`src/hw/servlet_settings.svh`:
```
`ifndef SERVLET_SETTINGS_SVH
`define SERVLET_SETTINGS_SVH

// RAM size in 32-bit words
`define SERVLET_MEM_DEPTH 2048

// Address bits that pick the target region
// 00 memory, 01 GPIO, 10 timer, 11 unmapped
`define SERVLET_REGION_HI 31
`define SERVLET_REGION_LO 30

`endif

```
`src/hw/servlet_pkg.sv`:
```
package servlet_pkg;

   // Bus data and byte address
   typedef logic [31:0] word_t;

   // One enable per byte lane of a word
   typedef logic [3:0] sel_t;

   // Encoding follows the region bits of the address
   typedef enum logic [1:0] {
      TGT_MEM   = 2'b00,
      TGT_GPIO  = 2'b01,
      TGT_TIMER = 2'b10,
      TGT_NONE  = 2'b11
   } bus_target_e;

endpackage

```
`src/hw/mtimer.sv`:
```
`timescale 1ns/1ps

module mtimer (
   input  logic               i_clk,
   input  logic               i_rst,
   input  logic               i_cyc,
   input  logic               i_we,
   input  servlet_pkg::word_t i_dat,
   output servlet_pkg::word_t o_rdt,
   output logic               o_irq
);

   import servlet_pkg::*;

   word_t mtime;
   word_t mtimecmp;

   // ******************************************************************
   // Counter and compare
   // ******************************************************************

   always_ff @(posedge i_clk) begin
      if (i_rst) begin
         mtime <= '0;
      end else begin
         mtime <= mtime + 32'd1;
      end
   end

   // Starts at the top so nothing fires out of reset
   always_ff @(posedge i_clk) begin
      if (i_rst) begin
         mtimecmp <= '1;
      end else if (i_cyc && i_we) begin
         mtimecmp <= i_dat;
      end
   end

   assign o_rdt = mtime;

   // Level irq while mtime is at or past the unsigned compare value
   assign o_irq = (mtime >= mtimecmp);

   a_mtime_step: assert property (
      @(posedge i_clk)
      !i_rst |=> (mtime == $past(mtime) + 32'd1)
   );

endmodule

```
`config.mk`:
```
export PLATFORM = sky130hd
export DESIGN_NAME = mtimer
export DESIGN_NICKNAME = d
export VERILOG_FILES = /design/src/hw/servlet_settings.svh /design/src/hw/servlet_pkg.sv /design/src/hw/mtimer.sv
export SDC_FILE = /design/constraint.sdc
export NUM_CORES = 1
export LEC_CHECK = 0
export BUFFER_PORTS_ARGS = -buffer_cell sky130_fd_sc_hd__buf_2
export CAP_MARGIN = 20
export CORE_UTILIZATION = 30
export CTS_CLUSTER_DIAMETER = 50
export CTS_CLUSTER_SIZE = 24
export DETAILED_ROUTE_END_ITERATION = 8
export GPL_TIMING_DRIVEN = 0
export PLACE_DENSITY_LB_ADDON = 0.3
export SYNTH_ARGS = -nofsm -noshare
export SYNTH_HDL_FRONTEND = slang
export SYNTH_SLANG_ARGS = --single-unit
```
`constraint.sdc`:
```
create_clock -name i_clk -period 2.71 [get_ports i_clk]
set_input_delay 0.813 -clock i_clk [delete_from_list [all_inputs] [get_ports i_clk]]
set_output_delay 0.813 -clock i_clk [all_outputs]
set_load 0.01 [all_outputs]
```
==> results.toml <==
[status]
outcome = "finished, violations left"
violations = "setup timing"

[sta]
drv_slew = 0
relSlewSlack = 0.510
worst_pin_slew_ns = 0.728
whs_ns = 0.454
fin_crit_sh = 1.08
setup_viol = 1
setup_slack_ns = -0.210
min_period_ns = 2.92
max_freq_mhz = 343
hold_viol = 0
rsz0062_at_grt = "true"
skew_ns = 0.00658

[floorplan]
die_w_um = 108
ios = 69
core_um2 = 10900
fp-row-count = 38
die_y_um = 108
die_area_um2 = 11700
initial_core_util = 0.310

[placed_design]
dpl_cell_area_um2 = 3890
port_buffers = 67
dpl_worst_slack_ns = -0.663
hpwl_mm = 6.59
routabilityCongestion = 0.766

[power_and_ir_drop]
power_switching_uw = 493
p_clk_frac = 0.412
p_total_mw = 2.03
seq_power_share = 0.489
swShare = 0.243
p_per_area_nw_per_um2 = 465
irDropWorstVdd_uv = 222
p_leak_nw = 2.18
p_int_mw = 1.54
pwr-share-comb = 0.099

[critical_path]
crit_path_top_delay_cell = "a221o_1"
start_kind = "register"
path_class = "reg2out"
cpPeakStageDelay_ns = 0.39
crit_chain = "inv_2, ha_4, and4_1, a221o_1, a2111oi_4, o21ai_2, buf_2"
r2r_start = "o_rdt[1]"
r2r_end = "o_rdt[18]"
cp_num_buf_inv = 2
reg2reg_setup_slack_ns = 0.51
crit_arrival_ns = 2.11
path_max_fanout = 3
required_ns = 1.90
crit_end = "o_irq"
crit_start = "mtimecmp[22]"
worst-path-stages = 7
crit_family = "compound AO/OA/AOI/OAI gates"
r2r_cells = 6
crit_path_end_kind = "output port"

[min_path]
hp-class = "reg2reg"

[route]
routed-via-count = 3001
ant_nets = 0
dr.pass1.iters = 4
drc = 0
routedWlPerCell_um = 14.7
vias_per_cell = 4.97
drt_iter0_markers = 120
routed_wl_mm = 8.87

[synthesis]
synth_top_cell_area_share = 0.379
ys.warnings.count = 0
syn-num-nets = 446
yosysMostFrequentCell = "dfxtp_1"
ys_ff_latch = 64
synth-edff-count = 0
synth_cell_types = 39
synth.area.top_cells = "dfxtp_1 38%, ha_1 12%, a211o_1 8.3%"
synth_area_um2 = 3380
ys_seq_area_frac = 0.379
syn_area_per_cell_um2 = 8.96
synth-main-ff-cell = "dfxtp_1"
syn_inst = 377
async_flop_share = 0
synth_common_cells = "64 x dfxtp_1, 35 x inv_1, 33 x ha_1"
synth_top_cell_by_area = "dfxtp_1"

[layout]
utilization = 0.401
seq_area_um2 = 1330
diodes = 0
drive_above_1_share = 0.293
multi_input_area_um2 = 2090
fin_nets = 528
area_growth_syn_to_layout_pct = 29.1
fillers = 1109
final_cell_area_um2 = 4360

[clock_network]
cts_inserted_buffers = 9
cts_tree = "done"
htree_num_levels = 3
root_buffer = "clkbuf_8"
clk_path_buf_depth = 2
clk_latency_ns = 0.34
clk_pin_slew_ns = 0.07
clock-sinks = 64

[global_routing]
grt_pass1_wl_mm = 14.5
grt_max_degree = 11
grt_use_total = 0.162
grt_pass1_vias = 2919
antenna_found_initial = 0
grt_overflow_total = 0

[job]
max-cap-violations = 0
-- worst reg2reg max path, delay by kind of cell, from the launching register on --
kind	cells	cell delay, ns
buffers and inverters	1	0.18
and+or+nand+nor	3	1.00
adders and majority gates	1	0.35
DFF	1	0.46
AOI/OAI and AO/OA	1	0.14
-- power by group through the flow --
stage               registers [mW]  clock network [mW]  logic [mW]
floorplan                     1.02                   0       0.106
global placement              1.02                   0       0.164
detailed placement            1.02                   0       0.171
CTS                          0.994               0.854       0.199
global route                 0.997               0.900       0.225
finish                       0.993               0.837       0.200
-- timing repair --
| action | in CTS | in global routing |
|---|---|---|
| hold buffers | 0 | 0 |
| pin swaps | 12 | 1 |
| resized for setup | 47 | 9 |
| setup endpoints to repair | 1 | 1 |
| setup buffers | 4 | 0 |
-- layout by cell type, fill, tap and decap left out, types with 10 or more instances in the layout --
cell type  netlist  final
nand2_1         14     14
inv_1           35     33
nor2_1          32     32
xnor2_1         16     16
xor2_1          10     10
a211o_1         32     32
and3_1          32     32
clkbuf_1        12     14
buf_2            0     67
a21oi_1         14     12
dfxtp_2          0     11
nand3_1         17     17
clkbuf_8         0     11
dfxtp_1         64     45
ha_1            33     25
-- worst min path at each step --
stage | startpoint | to | slack, ns | cells past startpoint
3_5_place_dp | mtimecmp[4] | mtimecmp[4] | 0.45 | 1
6_report | mtimecmp[2] | mtimecmp[2] | 0.45 | 1
3_3_place_gp | mtimecmp[14] | mtimecmp[14] | 0.44 | 1
4_1_cts | mtimecmp[2] | mtimecmp[2] | 0.46 | 1
5_1_grt | mtimecmp[22] | mtimecmp[22] | 0.47 | 1
2_1_floorplan | mtimecmp[10] | mtimecmp[10] | 0.44 | 1
-- state kept, by name, indices dropped and copies added, names as in the netlist --
name      flops
mtimecmp     32
o_rdt        32
-- final cells by class --
class,instances,share of cell area
clock buffers,13,0.0364
multi-input cells,260,0.479
inverters,35,0.0301
clock inverters,3,0.00918
well taps,140,0.0401
flip-flops and latches,64,0.304
repair buffers,71,0.0837
plain buffers,18,0.0172
-- kinds of logic after synthesis --
logic type / count (synthesis) / share of synthesized area
DFF: 64 / 0.379
AOI/OAI and AO/OA: 65 / 0.141
and+or+nand+nor: 136 / 0.229
adders and majority gates: 33 / 0.122
xor gates and xnor gates: 26 / 0.0674
buffers and inverters: 53 / 0.0611
-- metrics by stage --
| step | cells | TNS [ns] |
|---|---|---|
| 2_1_floorplan | 377 | 0 |
| 3_3_place_gp | 584 | -0.698 |
| 3_5_place_dp | 584 | -0.663 |
| 4_1_cts | 604 | -0.228 |
| 5_1_grt | 604 | -0.284 |
| 6_report | 604 | -0.210 |
-- metal layers --
metal,part of all wire,GRT usage
met1,0.46,0.210
met2,0.47,0.257
met3,0.050,0.0356
met4,0.018,0.0695
met5,0,0
Note: power is estimated with default switching activity, not from simulation.
