`config.mk`:
```
export PLATFORM = sky130hd
export DESIGN_NAME = bus_decoder
export DESIGN_NICKNAME = d
export VERILOG_FILES = /design/src/hw/servlet_pkg.sv /design/src/hw/bus_decoder.sv
export VERILOG_INCLUDE_DIRS = /design/src /design/src/hw
export SDC_FILE = /design/constraint.sdc
export NUM_CORES = 1
export LEC_CHECK = 0
export CAP_MARGIN = 20
export CORE_AREA = 2 2 107 109
export CTS_CLUSTER_DIAMETER = 50
export DETAILED_ROUTE_END_ITERATION = 12
export DIE_AREA = 0 0 109 111
export DONT_BUFFER_PORTS = 1
export MAX_ROUTING_LAYER = met4
export PLACE_DENSITY_LB_ADDON = 0.3
export SKIP_LAST_GASP = 1
export SYNTH_ARGS = -nofsm -noshare
export SYNTH_HDL_FRONTEND = slang
export SYNTH_SLANG_ARGS = --single-unit
```
`constraint.sdc`:
```
create_clock -name i_clk -period 1.4 [get_ports i_clk]
set_input_delay 0.07 -clock i_clk [delete_from_list [all_inputs] [get_ports i_clk]]
set_output_delay 0.07 -clock i_clk [all_outputs]
set_load 0.005 [all_outputs]
```
`src/hw/servlet_settings.svh`:
```
`ifndef SERVLET_SETTINGS_SVH
`define SERVLET_SETTINGS_SVH

// RAM size in 32-bit words
`define SERVLET_MEM_DEPTH 2048

// Address bits that pick the target region
// 00 memory, 01 GPIO, 10 timer, 11 unmapped
`define SERVLET_REGION_HI 31
`define SERVLET_REGION_LO 30

`endif

```
`src/hw/servlet_pkg.sv`:
```
package servlet_pkg;

   // Bus data and byte address
   typedef logic [31:0] word_t;

   // One enable per byte lane of a word
   typedef logic [3:0] sel_t;

   // Encoding follows the region bits of the address
   typedef enum logic [1:0] {
      TGT_MEM   = 2'b00,
      TGT_GPIO  = 2'b01,
      TGT_TIMER = 2'b10,
      TGT_NONE  = 2'b11
   } bus_target_e;

endpackage

```
`src/hw/bus_decoder.sv`:
```
`timescale 1ns/1ps
`include "servlet_settings.svh"

module bus_decoder (
   input  logic               i_clk,
   input  logic               i_rst,
   // Merged master
   input  servlet_pkg::word_t i_cpu_adr,
   input  servlet_pkg::word_t i_cpu_dat,
   input  servlet_pkg::sel_t  i_cpu_sel,
   input  logic               i_cpu_we,
   input  logic               i_cpu_cyc,
   output servlet_pkg::word_t o_cpu_rdt,
   output logic               o_cpu_ack,
   // RAM
   output servlet_pkg::word_t o_mem_adr,
   output servlet_pkg::word_t o_mem_dat,
   output servlet_pkg::sel_t  o_mem_sel,
   output logic               o_mem_we,
   output logic               o_mem_cyc,
   input  servlet_pkg::word_t i_mem_rdt,
   // Timer
   output servlet_pkg::word_t o_timer_dat,
   output logic               o_timer_we,
   output logic               o_timer_cyc,
   input  servlet_pkg::word_t i_timer_rdt,
   // GPIO pin
   output logic               o_gpio
);

   import servlet_pkg::*;

   bus_target_e tgt;
   logic        gpio_cyc;

   // ******************************************************************
   // Address decode
   // ******************************************************************

   assign tgt = bus_target_e'(i_cpu_adr[`SERVLET_REGION_HI:`SERVLET_REGION_LO]);

   assign o_mem_adr   = i_cpu_adr;
   assign o_mem_dat   = i_cpu_dat;
   assign o_mem_sel   = i_cpu_sel;
   assign o_mem_we    = i_cpu_we;
   assign o_mem_cyc   = i_cpu_cyc & (tgt == TGT_MEM);

   assign o_timer_dat = i_cpu_dat;
   assign o_timer_we  = i_cpu_we;
   assign o_timer_cyc = i_cpu_cyc & (tgt == TGT_TIMER);

   assign gpio_cyc    = i_cpu_cyc & (tgt == TGT_GPIO);

   // Unmapped region reads as zero
   always_comb begin
      case (tgt)
         TGT_MEM:   o_cpu_rdt = i_mem_rdt;
         TGT_GPIO:  o_cpu_rdt = {31'd0, o_gpio};
         TGT_TIMER: o_cpu_rdt = i_timer_rdt;
         default:   o_cpu_rdt = '0;
      endcase
   end

   // ******************************************************************
   // Ack and GPIO latch
   // ******************************************************************

   // A held cyc gets acked every other cycle
   always_ff @(posedge i_clk) begin
      if (i_rst) begin
         o_cpu_ack <= 1'b0;
      end else begin
         o_cpu_ack <= i_cpu_cyc & ~o_cpu_ack;
      end
   end

   always_ff @(posedge i_clk) begin
      if (i_rst) begin
         o_gpio <= 1'b0;
      end else if (gpio_cyc && i_cpu_we) begin
         o_gpio <= i_cpu_dat[0];
      end
   end

   a_ack_single_cycle: assert property (
      @(posedge i_clk) disable iff (i_rst)
      o_cpu_ack |=> !o_cpu_ack
   );

   a_one_slave_cyc: assert property (
      @(posedge i_clk) disable iff (i_rst)
      $onehot0({o_mem_cyc, o_timer_cyc, gpio_cyc})
   );

endmodule

```
==> report_table.html <==
<table>
<tr><th>Metric</th><th>Value</th></tr>
<tr><th colspan="2">STA</th></tr>
<tr><td>Final-report max-slew violation count</td><td>0</td></tr>
<tr><td>FMAX</td><td>around 1200 MHz</td></tr>
<tr><td>Unrepaired setup endpoints after global routing</td><td>false</td></tr>
<tr><td>Final Setup Violations</td><td>0</td></tr>
<tr><td>Pin slew with the least headroom to its limit</td><td>between 200 and 250 ps</td></tr>
<tr><td>Final Hold Violating Endpoints</td><td>0</td></tr>
<tr><td>Worst slew slack as a fraction of its limit</td><td>0.846</td></tr>
<tr><td>Setup TNS</td><td>0 ps</td></tr>
<tr><td>Clock period minus worst slack</td><td>830 ps</td></tr>
<tr><td>Clock skew after layout</td><td>0 ps</td></tr>
<tr><td>Final clock period utilization by the worst path</td><td>0.593</td></tr>
<tr><th colspan="2">Synth</th></tr>
<tr><td>Average cell area after synthesis</td><td>7.60 µm²</td></tr>
<tr><td>Number of enable-type register cells in the synthesized netlist</td><td>0</td></tr>
<tr><td>Ranking of synthesized cells by area</td><td>buf_4 (55%), mux2i_1 (24%), nor2_1 (8.3%), buf_12 (4.3%), dfxtp_1 (2.9%)</td></tr>
<tr><td>Most frequent cells after synthesis</td><td>buf_4 (102), mux2i_1 (33), nor2_1 (31)</td></tr>
<tr><td>Synthesis Warnings</td><td>0</td></tr>
<tr><td>Ys async rst share</td><td>0</td></tr>
<tr><td>#FFs+latches synth</td><td>2</td></tr>
<tr><td>Post-synthesis sequential area ratio</td><td>0.0286</td></tr>
<tr><td>Post-synthesis cell type with the largest combined area</td><td>buf_4</td></tr>
<tr><td>Netlist cell types</td><td>14</td></tr>
<tr><td>Cell with the most instances after synthesis</td><td>buf_4</td></tr>
<tr><td>Number of nets produced by synthesis</td><td>between 300 and 400</td></tr>
<tr><td>Most common flop cell mapped by yosys</td><td>dfxtp_1</td></tr>
<tr><td>Area share of the leading cell type in the synthesized netlist</td><td>0.547</td></tr>
<tr><td>Cells after synthesis</td><td>184</td></tr>
<tr><td>Post-synthesis instance area</td><td>about 1400 µm²</td></tr>
<tr><th colspan="2">GRT</th></tr>
<tr><td>Via count of the first global-routing pass</td><td>627</td></tr>
<tr><td>First-pass GRT wire length</td><td>3620 µm</td></tr>
<tr><td>Overflow after GRT</td><td>0</td></tr>
<tr><td>Initial antenna violation count</td><td>0</td></tr>
<tr><td>Largest net degree at the start of global routing</td><td>38</td></tr>
<tr><td>Combined global-route utilization of all metal layers</td><td>0.0427</td></tr>
<tr><th colspan="2">Power and ir drop</th></tr>
<tr><td>IR drop worst, VDD</td><td>0.296 mV</td></tr>
<tr><td>Power Dens Cells</td><td>737 nW/µm²</td></tr>
<tr><td>Static Leakage</td><td>roughly 0.33 nW</td></tr>
<tr><th colspan="2">Drt</th></tr>
<tr><td>Detailed-router iteration count before antenna repair</td><td>2</td></tr>
<tr><td>WL per Instance</td><td>13.5 µm</td></tr>
<tr><td>Routed vias</td><td>693</td></tr>
<tr><td>Number of design-rule violations left by the first detailed-router iteration</td><td>9</td></tr>
<tr><td>Final antenna-violating net count</td><td>0</td></tr>
<tr><td>Final routed DRC violation total</td><td>0</td></tr>
<tr><td>Total routed wirelength</td><td>2980 µm</td></tr>
<tr><td>Routed via count divided by cell count</td><td>3.14</td></tr>
<tr><th colspan="2">Critical path</th></tr>
<tr><td>Reg2reg path depth</td><td>1</td></tr>
<tr><td>Startpoint of the lowest-slack register-to-register path</td><td>o_cpu_ack</td></tr>
<tr><td>CP delay by family, top</td><td>flip-flops</td></tr>
<tr><td>Total number of cells along the worst setup path</td><td>2</td></tr>
<tr><td>Capturing element of the worst setup path</td><td>o_cpu_rdt[0]</td></tr>
<tr><td>Sequence of cells on the critical path</td><td>nand3b_1, o21ai_0</td></tr>
<tr><td>Setup crit start kind</td><td>flop</td></tr>
<tr><td>Endpoint of the most critical register-to-register path</td><td>o_cpu_ack</td></tr>
<tr><td>Data required, critical path</td><td>1330 ps</td></tr>
<tr><td>Data arrival time of the critical path</td><td>around 760 ps</td></tr>
<tr><td>Critical Path Slowest Stage Cell</td><td>dfxtp_1</td></tr>
<tr><td>Flop2flop setup slack</td><td>780 ps</td></tr>
<tr><td>Max incr delay on CP</td><td>360 ps</td></tr>
<tr><td>CP Launch Point</td><td>o_gpio</td></tr>
<tr><td>Crit Path Category</td><td>reg2out</td></tr>
<tr><td>CP endpoint kind</td><td>primary output</td></tr>
<tr><td>Worst Path Buf+Inv</td><td>0</td></tr>
<tr><td>Biggest fanout along the worst timing path</td><td>3</td></tr>
<tr><th colspan="2">Clock network</th></tr>
<tr><td>Clk sinks</td><td>2</td></tr>
<tr><td>Root buffer selected by CTS</td><td>clkbuf_16</td></tr>
<tr><td>TritonCTS clock tree</td><td>done</td></tr>
<tr><td>Clk_lat worst skew</td><td>210 ps</td></tr>
<tr><td>CTS Buf Count</td><td>3</td></tr>
<tr><td>Clock-pin transition on the worst setup and hold timing paths</td><td>30 ps</td></tr>
<tr><td>Clock H-tree levels</td><td>1</td></tr>
<tr><td>Deepest clock path buffer count</td><td>2</td></tr>
<tr><th colspan="2">Floorplanning</th></tr>
<tr><td>Number of placed I/O pins</td><td>about 270</td></tr>
<tr><td>Die area</td><td>12100 µm²</td></tr>
<tr><td>Initial Util</td><td>0.126</td></tr>
<tr><td>Width of the die</td><td>109 µm</td></tr>
<tr><td>Die Ht</td><td>111 µm</td></tr>
<tr><td>Site row count</td><td>39</td></tr>
<tr><td>Placeable core region</td><td>11100 µm²</td></tr>
<tr><th colspan="2">Job</th></tr>
<tr><td>Max-cap viol count</td><td>0</td></tr>
<tr><th colspan="2">Placed design</th></tr>
<tr><td>PortBufs</td><td>0</td></tr>
<tr><td>Placed wire-length estimate after detailed placement</td><td>2370 µm</td></tr>
<tr><td>RePlAce Congestion</td><td>0.539</td></tr>
<tr><td>Cell area after placement</td><td>roughly 720 µm²</td></tr>
<tr><td>Number of placed cells counting well taps</td><td>217</td></tr>
<tr><th colspan="2">Final layout</th></tr>
<tr><td>Final core utilization</td><td>0.0730</td></tr>
<tr><td>Ant diodes</td><td>0</td></tr>
<tr><td>Fraction of layout instances using a drive strength above 1</td><td>0.0385</td></tr>
<tr><td>Area grow syn2layout</td><td>-42.2%</td></tr>
<tr><td>Final net count</td><td>216</td></tr>
<tr><td>Final Instance Count excl. Fillers</td><td>221</td></tr>
<tr><td>Design area</td><td>808 µm²</td></tr>
<tr><td>Total of fill cells in the finished design</td><td>1298</td></tr>
<tr><th colspan="2">Outcome</th></tr>
<tr><td>Outcome</td><td>finished, final reports clean</td></tr>
<tr><th colspan="2">Min path</th></tr>
<tr><td>Tightest Hold Check Type</td><td>in2reg</td></tr>
<tr><td>Hold depth</td><td>2</td></tr>
</table>
[how the worst min path moves through the flow]
stage	slack (ps)	to	startpoint
floorplan	150	o_cpu_ack	i_rst
global placement	140	o_mem_adr[10]	i_cpu_adr[10]
detailed placement	140	o_mem_adr[10]	i_cpu_adr[10]
CTS	8	o_gpio	i_cpu_dat[0]
global route	30	o_cpu_ack	i_cpu_cyc
finish	20	o_gpio	i_cpu_dat[0]
[stage by stage]
stage	hold slack (ps)	setup slack, ps	total power [mW]
final	16.4	570	0.596
after global routing	34.6	540	0.626
after CTS	8.12	559	0.606
after detailed placement	140	786	0.175
after global placement	140	797	0.175
after floorplan	146	747	0.454
[final cells by class]
cell class	count	area [µm²]	share of cell area
Timing Repair Buffer	1	10.0	0.0124
Clock buffer	3	75.1	0.0929
Tap cell	143	179	0.221
Multi-Input combinational cell	72	504	0.624
Sequential cell	2	40.0	0.0495
[cells by family (layout without fill, tap and decap cells)]
group / Yosys count / after routing / synth area share
AOI/OAI and AO/OA: 1 / 1 / 0.00357
buffers and inverters: 110 / 4 / 0.611
DFF: 2 / 2 / 0.0286
muxes: 33 / 33 / 0.236
and+or+nand+nor: 38 / 38 / 0.121
[registers in the layout, summed over array words and instances (netlist names)]
register / flops
o_gpio: 1
o_cpu_ack: 1
[placed cells by master (no fill, tap or decap), drive strengths merged]
master	n
and3b	1
clkbuf	3
dfxtp	2
dlygate4sd3	1
mux2i	33
nand2b	2
nand3b	1
nand4b	1
nor2	31
nor3b	2
o21ai	1
[power by group]
group	internal, mW	switching (mW)
clock network	0.363	0.0591
logic	0.0641	0.0481
registers	0.0598	0.00203
[per-layer routing]
| metal | vias up | part of all wire | wire (µm) | track usage |
|---|---|---|---|---|
| met5 | - | 0 | 0 | - |
| li1 | 271 | - | - | - |
| met2 | 104 | 0.47 | 1400 | 0.0720 |
| met4 | 0 | 0.11 | 330 | 0.0538 |
| met1 | 278 | 0.21 | 625 | 0.0242 |
| met3 | 40 | 0.21 | 629 | 0.0241 |
[what timing repair did]
| item | 4_1_cts | 5_1_grt |
|---|---|---|
| endpoints found under the setup margin | 0 | 0 |
| endpoints found under the hold margin | 1 | 0 |
| hold buffers | 1 | 0 |
| setup buffers | 0 | 0 |
| resized for setup | 0 | 0 |
No activity file was read; power rests on OpenSTA's default activity.
