==> src/hw/servlet_settings.svh <==
`ifndef SERVLET_SETTINGS_SVH
`define SERVLET_SETTINGS_SVH

// RAM size in 32-bit words
`define SERVLET_MEM_DEPTH 2048

// Address bits that pick the target region
// 00 memory, 01 GPIO, 10 timer, 11 unmapped
`define SERVLET_REGION_HI 31
`define SERVLET_REGION_LO 30

`endif

==> src/hw/servlet_pkg.sv <==
package servlet_pkg;

   // Bus data and byte address
   typedef logic [31:0] word_t;

   // One enable per byte lane of a word
   typedef logic [3:0] sel_t;

   // Encoding follows the region bits of the address
   typedef enum logic [1:0] {
      TGT_MEM   = 2'b00,
      TGT_GPIO  = 2'b01,
      TGT_TIMER = 2'b10,
      TGT_NONE  = 2'b11
   } bus_target_e;

endpackage

==> src/hw/bus_arbiter.sv <==
`timescale 1ns/1ps

module bus_arbiter (
   // Instruction master
   input  servlet_pkg::word_t i_ibus_adr,
   input  logic               i_ibus_cyc,
   output servlet_pkg::word_t o_ibus_rdt,
   output logic               o_ibus_ack,
   // Data master
   input  servlet_pkg::word_t i_dbus_adr,
   input  servlet_pkg::word_t i_dbus_dat,
   input  servlet_pkg::sel_t  i_dbus_sel,
   input  logic               i_dbus_we,
   input  logic               i_dbus_cyc,
   output servlet_pkg::word_t o_dbus_rdt,
   output logic               o_dbus_ack,
   // Merged master
   output servlet_pkg::word_t o_cpu_adr,
   output servlet_pkg::word_t o_cpu_dat,
   output servlet_pkg::sel_t  o_cpu_sel,
   output logic               o_cpu_we,
   output logic               o_cpu_cyc,
   input  servlet_pkg::word_t i_cpu_rdt,
   input  logic               i_cpu_ack
);

   // Instruction fetch owns the bus whenever it asks for it
   assign o_cpu_adr = i_ibus_cyc ? i_ibus_adr : i_dbus_adr;
   assign o_cpu_dat = i_dbus_dat;
   // Fetches are always full-word reads
   assign o_cpu_sel = i_ibus_cyc ? '1 : i_dbus_sel;
   assign o_cpu_we  = i_dbus_we & ~i_ibus_cyc;
   assign o_cpu_cyc = i_ibus_cyc | i_dbus_cyc;

   // Read data is shared, ack goes to the master in front
   assign o_ibus_rdt = i_cpu_rdt;
   assign o_dbus_rdt = i_cpu_rdt;
   assign o_ibus_ack = i_cpu_ack & i_ibus_cyc;
   assign o_dbus_ack = i_cpu_ack & ~i_ibus_cyc;

endmodule

==> config.mk <==
export PLATFORM = sky130hd
export DESIGN_NAME = bus_arbiter
export DESIGN_NICKNAME = d
export VERILOG_FILES = /design/src/hw/servlet_settings.svh /design/src/hw/servlet_pkg.sv /design/src/hw/bus_arbiter.sv
export SDC_FILE = /design/constraint.sdc
export NUM_CORES = 1
export LEC_CHECK = 0
export ABC_AREA = 1
export BUFFER_PORTS_ARGS = -buffer_cell sky130_fd_sc_hd__buf_4
export CAP_MARGIN = 10
export CORE_AREA = 2 2 106 108
export DETAILED_ROUTE_END_ITERATION = 8
export DIE_AREA = 0 0 108 110
export RECOVER_POWER = 50
export SETUP_SLACK_MARGIN = 0.15
export SYNTH_ARGS = -nofsm -noshare
export SYNTH_HDL_FRONTEND = slang
export SYNTH_SLANG_ARGS = --single-unit
==> constraint.sdc <==
create_clock -name vclk -period 0.8
set_input_delay 0.08 -clock vclk [all_inputs]
set_output_delay 0.08 -clock vclk [all_outputs]
set_load 0.01 [all_outputs]
==> results of run 1 <==
==> cell usage in the layout (no fill, tap or decap), drive strengths merged <==
| cell type | n |
|---|---|
| inv | 4 |
| or2 | 5 |
| nor2 | 2 |
| buf | 122 |
| nand2 | 97 |
==> synth_stat cells (all sizes together) <==
master,n
inv,4
nand2,97
or2,5
buf,103
nor2,2
==> repair_timing <==
item                                    CTS  global route
pin swaps                                 3             4
gates resized for setup                  50             9
cloned                                    4             0
endpoints found under the setup margin   38            37
==> worst paths after layout <==
path	start	to	slack (ps)	cells past startpoint
setup / recovery	i_ibus_cyc	o_cpu_adr[20]	80	6
hold / removal	i_dbus_dat[11]	o_cpu_dat[11]	160	0
==> power by group <==
part	internal, mW	switching [mW]	leakage, nW	total (mW)
registers	0	0	0	0
logic	0.618	0.400	1.02	1.02
clock network	0	0	0	0
==> logic make-up (layout without fill, tap and decap cells) <==
kind of cell           after synthesis  in the layout  synth area share
AND/OR/NAND/NOR                    104            104             0.343
buffers and inverters              107            126             0.657
==> cell type report <==
| class | count | area (um^2) | area share |
|---|---|---|---|
| timing repair buffer | 122 | 1110 | 0.615 |
| tap | 140 | 175 | 0.0970 |
| multi-input combinational | 104 | 493 | 0.273 |
| inverter | 4 | 27.5 | 0.0152 |
==> routing by layer <==
layer	GRT usage	up-vias
met4	0.0385	0
li1	-	566
met3	0.0353	39
met2	0.161	118
met5	0	-
met1	0.0496	530
==> through the flow <==
step / total power, mW / cell area, um^2
floorplan: 0.759 / 1170
global placement: 0.819 / 1500
detailed placement: 0.832 / 1500
CTS: 1.02 / 1780
global route: 1.10 / 1810
finish: 1.02 / 1810
==> impl_metrics.json, run 1 <==
{
  "placedCellCount": 366,
  "holdWs_ps": 160,
  "gr-usage-all-layers": 0.0745,
  "drv_slew": 0,
  "n_clock_buffer": 0,
  "max_slew_margin": 0.932,
  "syn-cell-area_mm2": 0.00117,
  "worstSetupPathType": "primary input to output port",
  "core_mm2": 0.0107,
  "dpl.hpwl_um": 4110,
  "num-fill-cells": 1224,
  "grt_pass1_vias": 1196,
  "antenna_left": 0,
  "overflow": 0,
  "cp.required_ps": 720,
  "syn_avg_cell_area_um2": 5.56,
  "worst_path_largest_cell_delay_ps": 150,
  "dr_wl_met3_um": 752,
  "post-route-drc-count": 0,
  "dieWidth_um": 108,
  "grt_max_degree": 13,
  "io_pins": 272,
  "crit_buf_inv": 4,
  "post-route-period-util": 0.905,
  "antenna_found_initial": 0,
  "fp.dieArea_mm2": 0.0119,
  "maxCapViolations": 0,
  "postSynthCellCount": 211,
  "stdcell_count": 370,
  "yosys_warnings": 0,
  "synth_top_area_frac": 0.614,
  "final_util": 0.169,
  "ir_worst_vdd_v": 0.000157,
  "power_density_mw_per_mm2": 563,
  "vias_per_cell": 3.39,
  "outcome": "completed",
  "wl_per_cell_um": 13.9,
  "initial_utilization": 0.110,
  "critPathCaptureType": "output port",
  "cpMostUsedCell": "nand2_2",
  "antennaDiodeCount": 0,
  "fin_tns_setup_ps": 0,
  "fin_crit_ps": 724,
  "setup_ws_ps": 75.7,
  "port_buffers": 112,
  "yosysSeqAreaShare": 0,
  "crit_fanout": 8,
  "seq_area_um2": 0,
  "nets": 368,
  "critPathLaunchType": "primary input",
  "cp_slowest_cell": "buf_16",
  "routed_wl_um": 5160,
  "syn_nets": 347,
  "area_growth_pct": 53.8,
  "crit_chain": "buf_12, inv_12, buf_16, nand2_2, nand2_2, buf_6",
  "hold_viol_final": 0,
  "grt_pass1_wl_um": 6580,
  "place_ws_ps": -37.6,
  "drt-initial-drc-count": 28,
  "via_count": 1253,
  "fmax_ghz": 1.38,
  "setup_viol": 0,
  "firstDrtPassIters": 3,
  "cts_setup_buffers": 0,
  "drive_gt1_frac": 0.639,
  "cp.arrival_ps": 640,
  "dieHeight_um": 110,
  "rsz0062_at_grt": "true",
  "tightest_slew_ps": 103,
  "synth_area_leader_cell": "buf_4",
  "cts_hold_buf": 0,
  "cp_top_family": "buffers and inverters",
  "drt-met1-wl_um": 1240,
  "route.met2.wl_um": 2880,
  "synth.distinct_cells": 7,
  "place_congestion": 0.735,
  "p_leak_nw": 1.02,
  "hp-class": "primary input to output port",
  "std_cell_rows": 38,
  "top_layer": "met4",
  "seq_cells": 0,
  "ys_top_cells_by_area": "buf_4 61%, nand2_1 31%, buf_2 3.0%"
}
(Power assumes the default switching activity.)
==> inputs of run 2 (changes only) <==
--- a/config.mk
+++ b/config.mk
@@ -7,8 +7,8 @@
 export LEC_CHECK = 0
 export ABC_AREA = 1
 export BUFFER_PORTS_ARGS = -buffer_cell sky130_fd_sc_hd__buf_4
-export CAP_MARGIN = 10
-export CORE_AREA = 2 2 106 108
+export CAP_MARGIN = 25
+export CORE_AREA = 10 10 98 100
 export DETAILED_ROUTE_END_ITERATION = 8
 export DIE_AREA = 0 0 108 110
 export RECOVER_POWER = 50
==> impl_metrics.json, run 2 (synthesis gave the netlist of run 1 again) <==
{
  "final_cell_mix": "89 x buf_4, 65 x nand2_1, 25 x buf_6",
  "routed_wl_um": 6150,
  "seq_cells": 0,
  "post_dp_cell_area_mm2": 0.00144,
  "antennaDiodeCount": 0,
  "ir_worst_vdd_v": 0.000190,
  "grt_max_degree": 14,
  "grt_pass1_vias": 1190,
  "fp.dieArea_mm2": 0.0119,
  "drive_gt1_frac": 0.700,
  "dieWidth_um": 108,
  "gr-usage-all-layers": 0.0769,
  "post-route-drc-count": 0,
  "area_growth_pct": 59.5,
  "cp.required_ps": 720,
  "antenna_found_initial": 0,
  "outcome": "completed",
  "port_buffers": 112,
  "dpl.hpwl_um": 4780,
  "drv_slew": 0,
  "seq_area_um2": 0,
  "max_slew_margin": 0.928,
  "fin_crit_ps": 749,
  "place_congestion": 0.814,
  "p_leak_nw": 1.08,
  "io_pins": 272,
  "grt_pass1_wl_um": 7130,
  "drt-initial-drc-count": 29,
  "critPathLaunchType": "primary input",
  "final_cell_area_mm2": 0.00187,
  "firstDrtPassIters": 4,
  "crit_fanout": 5,
  "fin_tns_setup_ps": 0,
  "hp-class": "primary input to output port",
  "worstSetupPathType": "primary input to output port",
  "std_cell_rows": 32,
  "wl_per_cell_um": 18.5,
  "mostFrequentLayoutCell": "buf_4",
  "fmax_ghz": 1.33,
  "antenna_left": 0,
  "setup_viol": 0,
  "power_density_mw_per_mm2": 588,
  "critPathCaptureType": "output port",
  "core_mm2": 0.00765,
  "num-fill-cells": 834,
  "tightest_slew_ps": 108,
  "vias_per_cell": 3.77,
  "hold_viol_final": 0,
  "dieHeight_um": 110,
  "nets": 368,
  "initial_utilization": 0.153,
  "via_count": 1251,
  "n_clock_buffer": 0,
  "cp.arrival_ps": 670,
  "maxCapViolations": 0,
  "rsz0062_at_grt": "true",
  "post-route-period-util": 0.937,
  "overflow": 0
}
run 2: cell count changes in the layout (fill, tap and decap cells not counted), moves of 3 or more:
cell | previous run | this run
nand2_1 | 79 | 65
buf_4 | 97 | 89
buf_6 | 17 | 25
nand2_2 | 11 | 19
nand2_4 | 7 | 13
clkbuf_16 | 0 | 3
run 2: critical path, cell delays in order:
cell     delay (ps)
buf_16          130
inv_16           80
buf_12          120
nand2_1          50
nand2_1          80
buf_6           120
run 2: area by class of cell:
type / instances / area [um^2] / share of cell area
Timing Repair Buffer: 122 / 1150 / 0.616
Multi-Input combinational cell: 104 / 561 / 0.299
Tap cell: 102 / 128 / 0.0682
Inverter: 4 / 31.3 / 0.0167
run 2: per-layer routing:
| layer | vias to the layer above | GRT usage | share of wire |
|---|---|---|---|
| li1 | 566 | - | - |
| met5 | - | 0 | 0 |
| met1 | 522 | 0.0579 | 0.26 |
| met3 | 47 | 0.0540 | 0.16 |
| met4 | 0 | 0.0658 | 0.072 |
| met2 | 116 | 0.131 | 0.50 |
run 2: metrics by stage:
step | util | instances | hold slack (ps) | power, mW | setup WS (ps)
after global routing | 0.245 | 332 | 160 | 1.18 | 26.3
after CTS | 0.204 | 328 | 160 | 0.909 | 49.9
after detailed placement | 0.188 | 326 | 160 | 0.833 | -95.9
final | 0.245 | 332 | 160 | 1.10 | 50.8
after global placement | 0.188 | 326 | 160 | 0.825 | -54.5
after floorplan | - | 211 | 243 | 0.759 | 183
run 2: timing repair:
| item | CTS | global route |
|---|---|---|
| buffers inserted | 0 | 1 |
| hold buffers | 0 | 0 |
| cloned | 2 | 3 |
| pin swaps | 1 | 13 |
| resized for setup | 16 | 69 |
| setup endpoints to repair | 37 | 39 |
run 2: power by group:
group	total (mW)	switching [mW]	internal [mW]	leakage (nW)
clock network	0	0	0	0
registers	0	0	0	0
logic	1.10	0.441	0.660	1.08
total	1.10	0.441	0.660	1.08
run 2: final timing paths:
path | slack [ps] | cells past startpoint | endpoint | from
hold / removal | 160 | 0 | o_dbus_rdt[8] | i_cpu_rdt[8]
setup / recovery | 50 | 6 | o_cpu_adr[3] | i_ibus_cyc
==> inputs of run 3 (changes only) <==
--- a/config.mk
+++ b/config.mk
@@ -8,9 +8,9 @@
 export ABC_AREA = 1
 export BUFFER_PORTS_ARGS = -buffer_cell sky130_fd_sc_hd__buf_4
 export CAP_MARGIN = 25
-export CORE_AREA = 10 10 98 100
+export CORE_AREA = 10 10 97 99
 export DETAILED_ROUTE_END_ITERATION = 8
-export DIE_AREA = 0 0 108 110
+export DIE_AREA = 0 0 107 109
 export RECOVER_POWER = 50
 export SETUP_SLACK_MARGIN = 0.15
 export SYNTH_ARGS = -nofsm -noshare
==> constraint.sdc (replaced) <==
create_clock -name vclk -period 0.9
set_input_delay 0.09 -clock vclk [all_inputs]
set_output_delay 0.09 -clock vclk [all_outputs]
set_load 0.01 [all_outputs]
==> impl_metrics.json, run 3 (synthesis gave the netlist of run 1 again) <==
{
  "nets": 368,
  "seq_cells": 0,
  "worstSetupPathType": "primary input to output port",
  "cp_top_family": "buffers and inverters",
  "post-route-drc-count": 0,
  "mostFrequentLayoutCell": "buf_4",
  "std_cell_rows": 32,
  "firstDrtPassIters": 4,
  "hold_viol_final": 0,
  "gr-usage-all-layers": 0.0669,
  "hp-class": "primary input to output port",
  "seq_area_um2": 0,
  "grt_pass1_wl_um": 6450,
  "drt-initial-drc-count": 16,
  "post_dp_cell_area_mm2": 0.00144,
  "dieHeight_um": 109,
  "setup_ws_ps": 142,
  "cpMostUsedCell": "nand2_1",
  "crit_fanout": 7,
  "grt_max_degree": 15,
  "power_density_mw_per_mm2": 516,
  "grt_pass1_vias": 1172,
  "routed_wl_um": 5150,
  "tightest_slew_ps": 111,
  "place_ws_ps": 10.1,
  "post-route-period-util": 0.842,
  "num-fill-cells": 840,
  "n_clock_buffer": 0,
  "wl_per_cell_um": 15.5,
  "core_mm2": 0.00753,
  "max_slew_margin": 0.926,
  "initial_utilization": 0.156,
  "final_cell_area_mm2": 0.00179,
  "ir_worst_vdd_v": 0.000147,
  "via_count": 1210,
  "io_pins": 272,
  "critPathLaunchType": "primary input",
  "vias_per_cell": 3.64,
  "fp.dieArea_mm2": 0.0117,
  "worstHoldStart": "i_dbus_dat[0]",
  "crit_buf_inv": 4,
  "fin_tns_setup_ps": 0,
  "area_growth_pct": 52.7,
  "dpl.hpwl_um": 4010,
  "multiInputGateArea_um2": 495,
  "p_leak_nw": 1.02,
  "final_cell_mix": "89 x buf_4, 71 x nand2_1, 25 x buf_6",
  "overflow": 0,
  "worst_path_largest_cell_delay_ps": 150,
  "fmax_ghz": 1.32,
  "antenna_found_initial": 0,
  "holdPathEnd": "o_cpu_dat[0]",
  "crit_path_start": "i_ibus_cyc",
  "critPathCaptureType": "output port",
  "place_congestion": 0.766,
  "setup_viol": 0,
  "antenna_left": 0,
  "hold_depth": 0,
  "rsz0062_at_grt": "true",
  "dieWidth_um": 107,
  "cp.arrival_ps": 670,
  "antennaDiodeCount": 0,
  "port_buffers": 112,
  "cp_slowest_cell": "clkbuf_16",
  "fin_crit_ps": 758,
  "crit_chain": "buf_12, inv_16, clkbuf_16, nand2_1, nand2_1, buf_6",
  "drive_gt1_frac": 0.670,
  "holdWs_ps": 180,
  "power.total_uw": 924,
  "outcome": "completed",
  "cp.required_ps": 810,
  "maxCapViolations": 0,
  "drv_slew": 0
}
==> run 3: worst max-delay path by stage <==
| stage | slack [ps] | depth (start not counted) | to |
|---|---|---|---|
| after global routing | 110 | 5 | o_cpu_adr[11] |
| after CTS | 150 | 6 | o_cpu_adr[20] |
| after detailed placement | 10 | 5 | o_cpu_adr[22] |
| after global placement | 20 | 5 | o_cpu_adr[11] |
| after floorplan | 260 | 2 | o_cpu_cyc |
| final | 140 | 6 | o_cpu_adr[16] |
==> run 3: cell type report <==
class	instances	share of cell area
multi-input cells	104	0.277
well taps	102	0.0712
repair buffers	122	0.635
inverters	4	0.0175
==> run 3: where the power goes <==
group | leakage [nW] | internal, mW | total (mW) | switching, mW
clock network | 0 | 0 | 0 | 0
logic | 1.02 | 0.566 | 0.924 | 0.359
registers | 0 | 0 | 0 | 0
total | 1.02 | 0.566 | 0.924 | 0.359
==> run 3: repair_timing <==
action,4_1_cts,5_1_grt
pin swaps,0,10
gates cloned,1,4
setup buffers,1,0
setup endpoints to repair,38,37
gates resized for setup,10,58
hold buffers,0,0
==> run 3: through the flow <==
step            util  instances
6_report       0.238        332
3_5_place_dp   0.191        326
2_1_floorplan      -        211
3_3_place_gp   0.191        326
4_1_cts        0.200        328
5_1_grt        0.238        332
==> run 3: per-layer routing <==
layer,track usage,share of wire
met5,0,0
met4,0.0542,0.069
met3,0.0389,0.14
met2,0.109,0.47
met1,0.0601,0.31
